[config.mk]
export PLATFORM = sky130hd
export DESIGN_NAME = sampleCollector
export DESIGN_NICKNAME = d
export VERILOG_FILES = /design/src/recordData_pkg.sv /design/src/sampleCollector.sv
export VERILOG_INCLUDE_DIRS = /design/src /design/src/src
export SDC_FILE = /design/constraint.sdc
export NUM_CORES = 1
export LEC_CHECK = 0
export BUFFER_PORTS_ARGS = -buffer_cell sky130_fd_sc_hd__buf_2
export CAP_MARGIN = 40
export CORE_UTILIZATION = 43
export DETAILED_ROUTE_END_ITERATION = 7
export PLACE_DENSITY_LB_ADDON = 0.2
export SLEW_MARGIN = 20
export SYNTH_ARGS = -nofsm -noshare
export SYNTH_HDL_FRONTEND = slang
export SYNTH_SLANG_ARGS = --single-unit
[constraint.sdc]
create_clock -name clk -period 1.5 [get_ports clk]
set_input_delay 0.3 -clock clk [delete_from_list [all_inputs] [get_ports clk]]
set_output_delay 0.3 -clock clk [all_outputs]
set_load 0.02 [all_outputs]
[src/record_defines.svh]
`ifndef RECORD_DEFINES_SVH
`define RECORD_DEFINES_SVH

// Width of one recorded word in samples
`define RECORD_WORD_BITS 32

// Buffer entries
`define RECORD_DEPTH 256

// Buffer address bits (the word count uses one more)
`define RECORD_ADDR_BITS 8

`endif

[src/recordData_pkg.sv]
`include "record_defines.svh"

package recordData_pkg;

    // One committed word with the first sample in bit 0
    typedef logic [`RECORD_WORD_BITS-1:0] word_t;

    typedef logic [`RECORD_ADDR_BITS-1:0] addr_t;

    // Stored word count from 0 up to RECORD_DEPTH
    typedef logic [`RECORD_ADDR_BITS:0] count_t;

    // Playback output beat
    typedef struct packed {
        word_t data;
        logic  last;    // Final stored word
    } playBeat_t;

endpackage

[src/sampleCollector.sv]
`timescale 1ns/100ps
`include "record_defines.svh"

module sampleCollector (
    input  logic                  clk,
    input  logic                  resetN,
    input  logic                  captureEn,
    input  logic                  samplePulse,
    input  logic                  dIn,
    input  logic                  stopClear,
    output recordData_pkg::word_t word,
    output logic                  wordDone
);

    import recordData_pkg::*;

    localparam int cntBits = $clog2(`RECORD_WORD_BITS);

    word_t              shiftReg;
    logic [cntBits-1:0] bitCount;
    logic               take;
    logic               lastBit;

    assign take    = captureEn && samplePulse;  // Sample accepted this cycle
    assign lastBit = (bitCount == cntBits'(`RECORD_WORD_BITS - 1));
    assign word    = shiftReg;

    // New bit enters at the top, so the oldest sample ends up in bit 0
    always_ff @(posedge clk) begin
        if (take) begin
            shiftReg <= {dIn, shiftReg[`RECORD_WORD_BITS-1:1]};
        end
    end

    always_ff @(posedge clk) begin
        if (!resetN) begin
            bitCount <= '0;
            wordDone <= 1'b0;
        end else begin
            // One-cycle strobe on the counter wrap
            wordDone <= take && lastBit && !stopClear;
            if (stopClear) begin
                bitCount <= '0;         // Drop partial word
            end else if (take) begin
                bitCount <= bitCount + 1'b1;    // Wraps after the last bit
            end
        end
    end

endmodule

==> results_dict.tcl <==
set metrics [dict create \
    outcome "complete, no violations" \
    ant_nets 0 \
    clock_latency_ns 0.34 \
    core_region_area_mm2 0.00257 \
    vias 654 \
    initial_core_util 0.474 \
    critPathSlowestCell "dfxtp_1" \
    fp-row-count 18 \
    hold_buffers 0 \
    drive_above_1_share 0.450 \
    detail_route.iter0.violations 7 \
    grt_pass1_wl_um 3110 \
    ctsRootBufferMaster "clkbuf_4" \
    hold_ws_ns 0.145 \
    switching_share 0.230 \
    synthMuxAreaShare 0 \
    gp_congestion 0.659 \
    cts_tree "done" \
    skew_ns 0.0160 \
    die_h_um 55.2 \
    wl_per_cell_um 13.6 \
    async_flop_share 0 \
    cts_made_buffers 5 \
    arrival_ns 1.51 \
    max_freq_mhz 806 \
    rsz0062_at_grt "false" \
    ys_seq_elements 38 \
    die_w_um 55.2 \
    drt_pass1_iterations 4 \
    die-area_mm2 0.00305 \
    cp-endpoint "bitCount[4]" \
    synth_top_area_share 0.789 \
    r2r_cells 5 \
    synthXorXnorAreaFrac 0.0144 \
    ys_seq_area_frac 0.888 \
    diodes 0 \
    critical_path.cell_chain "ha_1, and3_1, ha_1, nand2_1, a21oi_1" \
    setup_tns_ns 0 \
    track_usage 0.139 \
    synthAdderAreaFrac 0.0206 \
    p_leak_nw 0.610 \
    required_ns 1.77 \
    reg2reg_to "bitCount[4]" \
    cp-startpoint "bitCount[0]" \
    power.internal_mw 1.40 \
    htree_levels 2 \
    cts_buffer_depth 2 \
    cts_resized 0 \
    io_pins 39 \
    syn_nets 69 \
    nets 116 \
    synth-simple-area-share 0.0576 \
    crit_top_cell "ha_1" \
    maxSlewViolCount 0 \
    relSlewSlack 0.804 \
    ys_top_cells_by_area "edfxtp_1 (79%), dfxtp_1 (9.9%), ha_1 (2.1%)" \
    numPortBuffers 38 \
    ys_warn_count 0 \
    syn_to_final_growth_pct 26.8 \
    pwr-share-seq 0.657 \
    grt_max_degree 18 \
    drc_errors 0 \
    synth_compound_area_frac 0.0164 \
    cts_setup_buffers 0 \
    synth_cell_types 16 \
    hpwl_um 1290 \
    path_class "reg -> reg" \
    cp.depth 5 \
    min_period_ns 1.24 \
    synthCells 61 \
    critPathBufInv 0 \
    min_path_type "in -> reg" \
    pwr-share-clk 0.280 \
    synth_edf_count 32 \
    antenna_found_initial 0 \
    cts_sinks 38 \
    viasPerCell 4.71 \
    setup_viol 0 \
    netlist_top_cells_count "edfxtp_1 (32), dfxtp_1 (6), nand2_1 (4)" \
    synth_flop_cell "edfxtp_1" \
    drv_cap 0 \
    hold_violations 0 \
    synth_area_leader_cell "edfxtp_1" \
    switchingPower_mw 0.419 \
    grt_pass1_vias 685 \
    min_period_over_period 0.827 \
    synth.most_common_cell "edfxtp_1" \
    netlist_area_mm2 0.00122 \
    peakVddDrop_mv 0.811 \
    rr_startpoint "bitCount[0]" \
    pwr_density_cell_mw_per_mm2 1180 \
    drt-total-wl_um 1880 \
    synth_area_per_cell_um2 20.0 \
    cp_top_family "adder cells" \
    synth_top_family_by_area "simple AND/OR/NAND/NOR gates" \
    tightest_slew_ns 0.294 \
    clk_pin_slew_ns 0.11 \
    startpoint_type "register" \
    r2r_setup_slack_ns 0.26 \
    slowest_delay_ns 0.36 \
    critPathMaxFanout 3 \
    combPwrFrac 0.063 \
    grt.overflow.total 0 \
    end_kind "register" \
]
-- cells by family after synthesis --
| kind of cell | Yosys count |
|---|---|
| AO/OA/AOI/OAI | 4 |
| XOR/XNOR | 2 |
| adder cells (fa/ha/maj) | 2 |
| buffers and inverters | 1 |
| flip-flops | 38 |
| AND/OR/NAND/NOR | 14 |
-- power groups by stage --
| stage | Combinational, mW | Clock, mW | Sequential [mW] |
|---|---|---|---|
| after CTS | 0.116 | 0.536 | 1.20 |
| after detailed placement | 0.116 | 0 | 1.22 |
| after global routing | 0.121 | 0.582 | 1.20 |
| final | 0.114 | 0.510 | 1.20 |
| after global placement | 0.114 | 0 | 1.22 |
| after floorplan | 0.0209 | 0 | 1.26 |
-- cell usage in the layout, fill, tap and decap left out, types with 2 or more instances in the layout --
master	n
nand2_1	4
nor2_1	2
buf_12	2
ha_1	2
buf_2	38
dfxtp_1	6
and3_1	2
nand3_1	2
edfxtp_1	32
a21oi_1	3
clkbuf_4	5
-- worst min-delay path by stage --
stage                        start  endpoint  slack [ns]  depth (start not counted)
after floorplan                dIn  word[31]        0.40                          0
after global placement    word[16]  word[15]        0.43                          0
after detailed placement  word[10]   word[9]        0.43                          0
after CTS                      dIn  word[31]        0.13                          1
after global routing           dIn  word[31]        0.12                          1
final                          dIn  word[31]        0.15                          1
-- registers in the layout, indices dropped and copies added (netlist names) --
name and flops:
wordDone 1, word 32, bitCount 5
-- metrics by stage --
stage                     utilization  setup WS [ns]  total power [mW]  std cells  cell area, um2
after detailed placement        0.578          0.279              1.33        131            1490
after global routing            0.601          0.164              1.90        139            1540
after CTS                       0.601          0.235              1.85        139            1540
final                           0.601          0.259              1.82        139            1540
after global placement          0.578          0.287              1.33        131            1490
after floorplan                     -         0.0479              1.28         61            1220
-- routing by layer --
layer | global-route usage | vias to the layer above | wire length (um)
met5 | 0 | - | 0
met4 | 0.0536 | 0 | 15
met3 | 0.0796 | 2 | 149
met2 | 0.212 | 33 | 929
met1 | 0.163 | 299 | 791
li1 | - | 320 | -
-- cell type report --
cell class | instances | area (um2)
Clock buffer | 5 | 37.5
Clock inverter | 3 | 21.3
Fill cell | 218 | 1020
Inverter | 1 | 3.75
Multi-Input combinational cell | 22 | 133
Sequential cell | 38 | 1080
Tap cell | 30 | 37.5
Timing Repair Buffer | 40 | 230
(Power assumes the default switching activity.)
