<file path="config.mk">
export PLATFORM = sky130hd
export DESIGN_NAME = recordController
export DESIGN_NICKNAME = d
export VERILOG_FILES = /design/src/recordCtrl_pkg.sv /design/src/recordData_pkg.sv /design/src/recordController.sv
export VERILOG_INCLUDE_DIRS = /design/src /design/src/src
export SDC_FILE = /design/constraint.sdc
export NUM_CORES = 1
export LEC_CHECK = 0
export BUFFER_PORTS_ARGS = -buffer_cell sky130_fd_sc_hd__buf_2
export CORE_ASPECT_RATIO = 0.9
export CORE_MARGIN = 8
export CORE_UTILIZATION = 40
export DETAILED_ROUTE_END_ITERATION = 6
export PLACE_DENSITY = 0.77
export SYNTH_ARGS = -nofsm -noshare
export SYNTH_HDL_FRONTEND = slang
export SYNTH_SLANG_ARGS = --single-unit
</file>
<file path="constraint.sdc">
create_clock -name clk -period 2 [get_ports clk]
set_clock_uncertainty 0.15 [all_clocks]
set_input_delay 0.1 -clock clk [delete_from_list [all_inputs] [get_ports clk]]
set_output_delay 0.1 -clock clk [all_outputs]
set_load 0.05 [all_outputs]
</file>
<file path="src/record_defines.svh">
`ifndef RECORD_DEFINES_SVH
`define RECORD_DEFINES_SVH

// Width of one recorded word in samples
`define RECORD_WORD_BITS 32

// Buffer entries
`define RECORD_DEPTH 256

// Buffer address bits (the word count uses one more)
`define RECORD_ADDR_BITS 8

`endif

</file>
<file path="src/recordCtrl_pkg.sv">
`include "record_defines.svh"

package recordCtrl_pkg;

    typedef enum logic [2:0] {
        opRecord,
        opStop,
        opPlayback,
        opCheck,
        opClear
    } cmdOp_e;

    typedef struct packed {
        cmdOp_e op;
    } cmd_t;

    typedef enum logic [2:0] {
        stIdle, stRecord, stPlayFetch, stPlayOut, stScanFetch, stScanTest, stClear
    } ctrlState_e;

endpackage

</file>
<file path="src/recordData_pkg.sv">
`include "record_defines.svh"

package recordData_pkg;

    // One committed word with the first sample in bit 0
    typedef logic [`RECORD_WORD_BITS-1:0] word_t;

    typedef logic [`RECORD_ADDR_BITS-1:0] addr_t;

    // Stored word count from 0 up to RECORD_DEPTH
    typedef logic [`RECORD_ADDR_BITS:0] count_t;

    // Playback output beat
    typedef struct packed {
        word_t data;
        logic  last;    // Final stored word
    } playBeat_t;

endpackage

</file>
<file path="src/recordController.sv">
`timescale 1ns/100ps
`include "record_defines.svh"

module recordController (
    input  logic                      clk,
    input  logic                      resetN,
    input  recordCtrl_pkg::cmd_t      cmd,
    input  logic                      cmdValid,
    output logic                      cmdReady,
    input  logic                      wordDone,
    input  recordData_pkg::count_t    wordCount,
    input  recordData_pkg::word_t     readWord,
    output logic                      captureEn,
    output logic                      stopClear,
    output logic                      writeEn,
    output logic                      clearBuf,
    output recordData_pkg::addr_t     readAddr,
    output recordData_pkg::playBeat_t playBeat,
    output logic                      playValid,
    input  logic                      playReady,
    output logic                      owTrue,
    output logic                      owReady
);

    import recordData_pkg::*;
    import recordCtrl_pkg::*;

    ctrlState_e state;
    count_t     readIdx;
    logic       cmdFire;
    logic       lastWord;
    logic       readDone;

    assign cmdReady = (state == stIdle) || (state == stRecord);
    assign cmdFire  = cmdValid && cmdReady;

    assign lastWord = ((readIdx + 1'b1) == wordCount);
    assign readDone = (readIdx >= wordCount);       // No stored word left to read
    assign readAddr = readIdx[`RECORD_ADDR_BITS-1:0];

    // Per-state outputs
    assign captureEn = (state == stRecord);
    assign writeEn   = wordDone && captureEn;
    assign stopClear = cmdFire && (state == stRecord) && (cmd.op == opStop);
    assign clearBuf  = (state == stClear);
    assign playValid = (state == stPlayOut);

    // Address is held in stPlayOut, so the read data stays put under back-pressure
    always_comb begin
        playBeat.data = readWord;
        playBeat.last = lastWord;
    end

    always_ff @(posedge clk) begin
        if (!resetN) begin
            state   <= stIdle;
            readIdx <= '0;
            owTrue  <= 1'b0;
            owReady <= 1'b0;
        end else begin
            unique case (state)
                stIdle: begin
                    if (cmdFire) begin
                        readIdx <= '0;
                        unique case (cmd.op)
                            opRecord:   state <= stRecord;
                            opPlayback: state <= stPlayFetch;
                            opCheck: begin
                                owTrue  <= 1'b0;
                                owReady <= 1'b0;
                                state   <= stScanFetch;
                            end
                            opClear: begin
                                owTrue  <= 1'b0;
                                owReady <= 1'b0;
                                state   <= stClear;
                            end
                            default:    state <= stIdle;    // Stop while idle
                        endcase
                    end
                end
                stRecord: begin
                    if (cmdFire && cmd.op == opStop) begin
                        state <= stIdle;
                    end
                end
                stPlayFetch: begin
                    // Address goes out this cycle and data arrives next
                    state <= readDone ? stIdle : stPlayOut;
                end
                stPlayOut: begin
                    if (playReady) begin
                        readIdx <= readIdx + 1'b1;
                        state   <= lastWord ? stIdle : stPlayFetch;
                    end
                end
                stScanFetch: begin
                    if (readDone) begin
                        owReady <= 1'b1;    // Whole buffer scanned without a zero word
                        state   <= stIdle;
                    end else begin
                        state <= stScanTest;
                    end
                end
                stScanTest: begin
                    if (readWord == '0) begin
                        owTrue  <= 1'b1;    // Stop at the first marker
                        owReady <= 1'b1;
                        state   <= stIdle;
                    end else begin
                        readIdx <= readIdx + 1'b1;
                        state   <= stScanFetch;
                    end
                end
                stClear:  state <= stIdle;
                default:  state <= stIdle;
            endcase
        end
    end

endmodule

</file>
==> flow_metrics.py <==
metrics = {
    "run": {
        "cap_viol_max_count": 0,
    },
    "yosys": {
        "syn-num-nets": 287,
        "synthTopCellsByCount": "buf_4 (42), inv_1 (18), dfxtp_1 (14)",
        "synth-seq-cells": 14,
        "yosysMostFrequentCell": "buf_4",
        "synth.area.top_cells": "buf_4 (18%), dfxtp_1 (16%), ha_1 (7.3%)",
        "ys.flop_type": "dfxtp_1",
        "synth_cells": 228,
        "synth_top_area_frac": 0.1833,
        "ys_types": 53,
        "syn_avg_cell_area_um2": 7.546,
        "async_reset_ff_frac": 0,
        "synth_top_cell_by_area": "buf_4",
        "syn_area_mm2": 0.001720,
        "synth_edf_count": 0,
        "seq_area_frac_synth": 0.1629,
        "yosys_warnings": 0,
    },
    "sta": {
        "setup_viol": 2,
        "period_minus_slack_ps": 2231,
        "fin_crit_sh": 1.116,
        "finalHoldViolations": 0,
        "maxSlewViolCount": 0,
        "worst_pin_slew_ps": 459.0,
        "timing.final.ws_setup_ps": -231.4,
        "fmax_mhz": 448.2,
        "rsz0062_at_grt": "true",
        "relSlewSlack": 0.6907,
    },
    "power_and_ir_drop": {
        "combPwrFrac": 0.458,
        "pwr-share-clk": 0.230,
        "seqPwrFrac": 0.312,
        "ir_worst_vdd_mv": 0.2481,
        "leakage_nw": 1.064,
        "internal_power_mw": 0.5699,
        "finalPower_mw": 1.004,
        "netSwitchingFraction": 0.4323,
        "p_sw_mw": 0.4340,
        "pwr_density_cell_mw_per_mm2": 456.9,
    },
    "drt": {
        "drtIter0Drc": 169,
        "drcViolationCount": 0,
        "vias_per_cell": 5.398,
        "antenna_left": 0,
        "routed_wl_mm": 5.300,
        "via_count": 1857,
        "dr.pass1.iters": 4,
        "wire_per_inst_um": 15.41,
    },
    "layout": {
        "multiInputGateArea_mm2": 0.001114,
        "regArea_um2": 284.0,
        "drive_above_1_share": 0.4595,
        "area_growth_pct": 27.71,
        "final_util": 0.5357,
        "nets": 357,
        "fillCellCount": 399,
        "diodes": 0,
    },
    "worst_setup_path": {
        "reg2reg_depth": 7,
        "crit_chain": "ha_4 -> and3_4 -> and3_4 -> or4b_4 -> a211oi_4 -> buf_6",
        "reg2reg_from": "readIdx[1]",
        "cp_slowest_cell": "or4b_4",
        "r2r_setup_slack_ps": -80,
        "cp_max_fo": 4,
        "critical_path_required_ps": 1750,
        "cp_common_cell": "and3_4",
        "cp_slowest_stage_delay_ps": 520,
        "r2r_end": "state[1]",
        "cp-start-kind": "register",
        "arrival_ps": 1980,
        "crit_path_end_kind": "output pin",
        "critical_path_class": "register to output pin",
    },
    "cts": {
        "clockBufferDepth": 2,
        "cts-hold-fix-buffers": 0,
        "cts_made_buffers": 3,
        "cts.sinks": 14,
        "cts_tree": "done",
        "cts-root-buf": "clkbuf_8",
        "cts_max_level": 1,
        "clkLatencyLatePin_ps": 240,
        "clkTransAtPathRegs_ps": 60,
    },
    "min_path": {
        "holdPathStages": 4,
        "hp-start": "cmd[2]",
        "hold_class": "input port to register",
        "min_to": "state[0]",
    },
    "global_route": {
        "grt_max_degree": 21,
        "grt_pass1_vias": 1841,
        "antenna_found_initial": 0,
        "track_usage": 0.1533,
        "grt_pass1_wl_mm": 8.597,
        "gr-total-overflow": 0,
    },
    "floorplan": {
        "initial_core_util": 0.4195,
        "core_area_mm2": 0.004101,
        "rows": 22,
        "die_w_um": 85.13,
        "ios": 98,
        "die_area_mm2": 0.006658,
        "die_y_um": 78.22,
    },
    "place": {
        "hpwl_mm": 4.365,
        "place.gp.congestion": 0.8834,
        "dp_slack_ps": -63.60,
        "port_buffers": 97,
    },
    "status": {
        "status": "complete, but fails checks",
        "violations": "negative setup slack",
    },
}
worst max-delay path, delay by kind of cell, from the launching register on:
kind	cells	cell delay, ps
compound gates	1	190
flops	1	330
buf+inv	1	190
simple gates	3	860
fa+ha+maj	1	150
metrics by stage:
step | hold slack, ps | area (um2) | TNS [ps] | cells
final | 36.94 | 2197 | -309.7 | 344
after global routing | 77.82 | 2197 | -383.1 | 344
after CTS | 44.97 | 2143 | -278.0 | 344
after detailed placement | 294.5 | 2078 | -76.88 | 341
after global placement | 299.6 | 2078 | -54.91 | 341
after floorplan | 137.1 | 1749 | 0 | 228
layout make-up:
| cell class | count | share of cell area |
|---|---|---|
| clock buffers | 3 | 0.01879 |
| well taps | 48 | 0.02733 |
| multi-input cells | 145 | 0.5068 |
| inverters | 19 | 0.03246 |
| flip-flops and latches | 14 | 0.1293 |
| repair buffers | 115 | 0.2853 |
cells by family after synthesis:
group | count (synthesis) | share of synthesized area
multiplexers | 1 | 0.005818
AO/OA/AOI/OAI | 46 | 0.1840
buffers and inverters | 69 | 0.2436
adder cells (fa/ha/maj) | 10 | 0.07273
AND/OR/NAND/NOR | 76 | 0.2618
flip-flops | 14 | 0.1629
XOR/XNOR | 12 | 0.06909
registers in the layout, indices dropped and copies added (netlist names):
name     count
readIdx      9
owReady      1
owTrue       1
state        3
what timing repair did:
action / CTS / global route
setup buffers: 1 / 1
cloned: 0 / 0
gates resized for setup: 5 / 9
endpoints found under the setup margin: 2 / 3
pin swaps: 2 / 0
cells in the final DEF, fill, tap and decap left out, types with 2 or more instances in the layout:
master     netlist  final
buf_4           42     18
xnor2_1          9      9
dfxtp_2          0      3
inv_1           18     18
nor2b_1          6      6
nand4_1          4      4
nand2_1          9      9
and3_4           0      2
xor2_1           2      2
nand3b_1         2      2
nand3_1          9      8
and2_1           2      2
and3_1           8      7
o21ai_0          5      5
buf_2            2     96
nor3b_1          3      3
clkbuf_8         0      3
nor3_1           4      3
dfxtp_1         14     11
o22ai_1          6      6
o2111ai_1        4      3
ha_1            10      9
a21oi_1          6      5
o21ai_1          8      8
nor2_1           8      8
nor4_1          10      9
a21oi_2          1      2
power groups by stage:
stage	sequential, mW	clock (mW)	combinational, mW
finish	0.313	0.231	0.459
global route	0.316	0.247	0.492
CTS	0.311	0.236	0.450
detailed placement	0.318	0	0.447
global placement	0.316	0	0.444
floorplan	0.306	0	0.358
worst max path at each step:
stage	start	end	slack [ps]	depth (start not counted)
after floorplan	readIdx[1]	playBeat[0]	20	6
after global placement	readIdx[1]	playBeat[0]	-50	6
after detailed placement	readIdx[1]	playBeat[0]	-60	6
after CTS	readIdx[1]	playBeat[0]	-230	6
after global routing	readIdx[1]	playBeat[0]	-260	6
final	readIdx[1]	playBeat[0]	-230	6
layer usage:
layer  track usage  routed length, um
met3       0.03330                384
met2        0.2660               2491
met5             0                  0
met1        0.1824               2362
met4       0.05151                 61
Note: power is estimated with default switching activity, not from simulation.
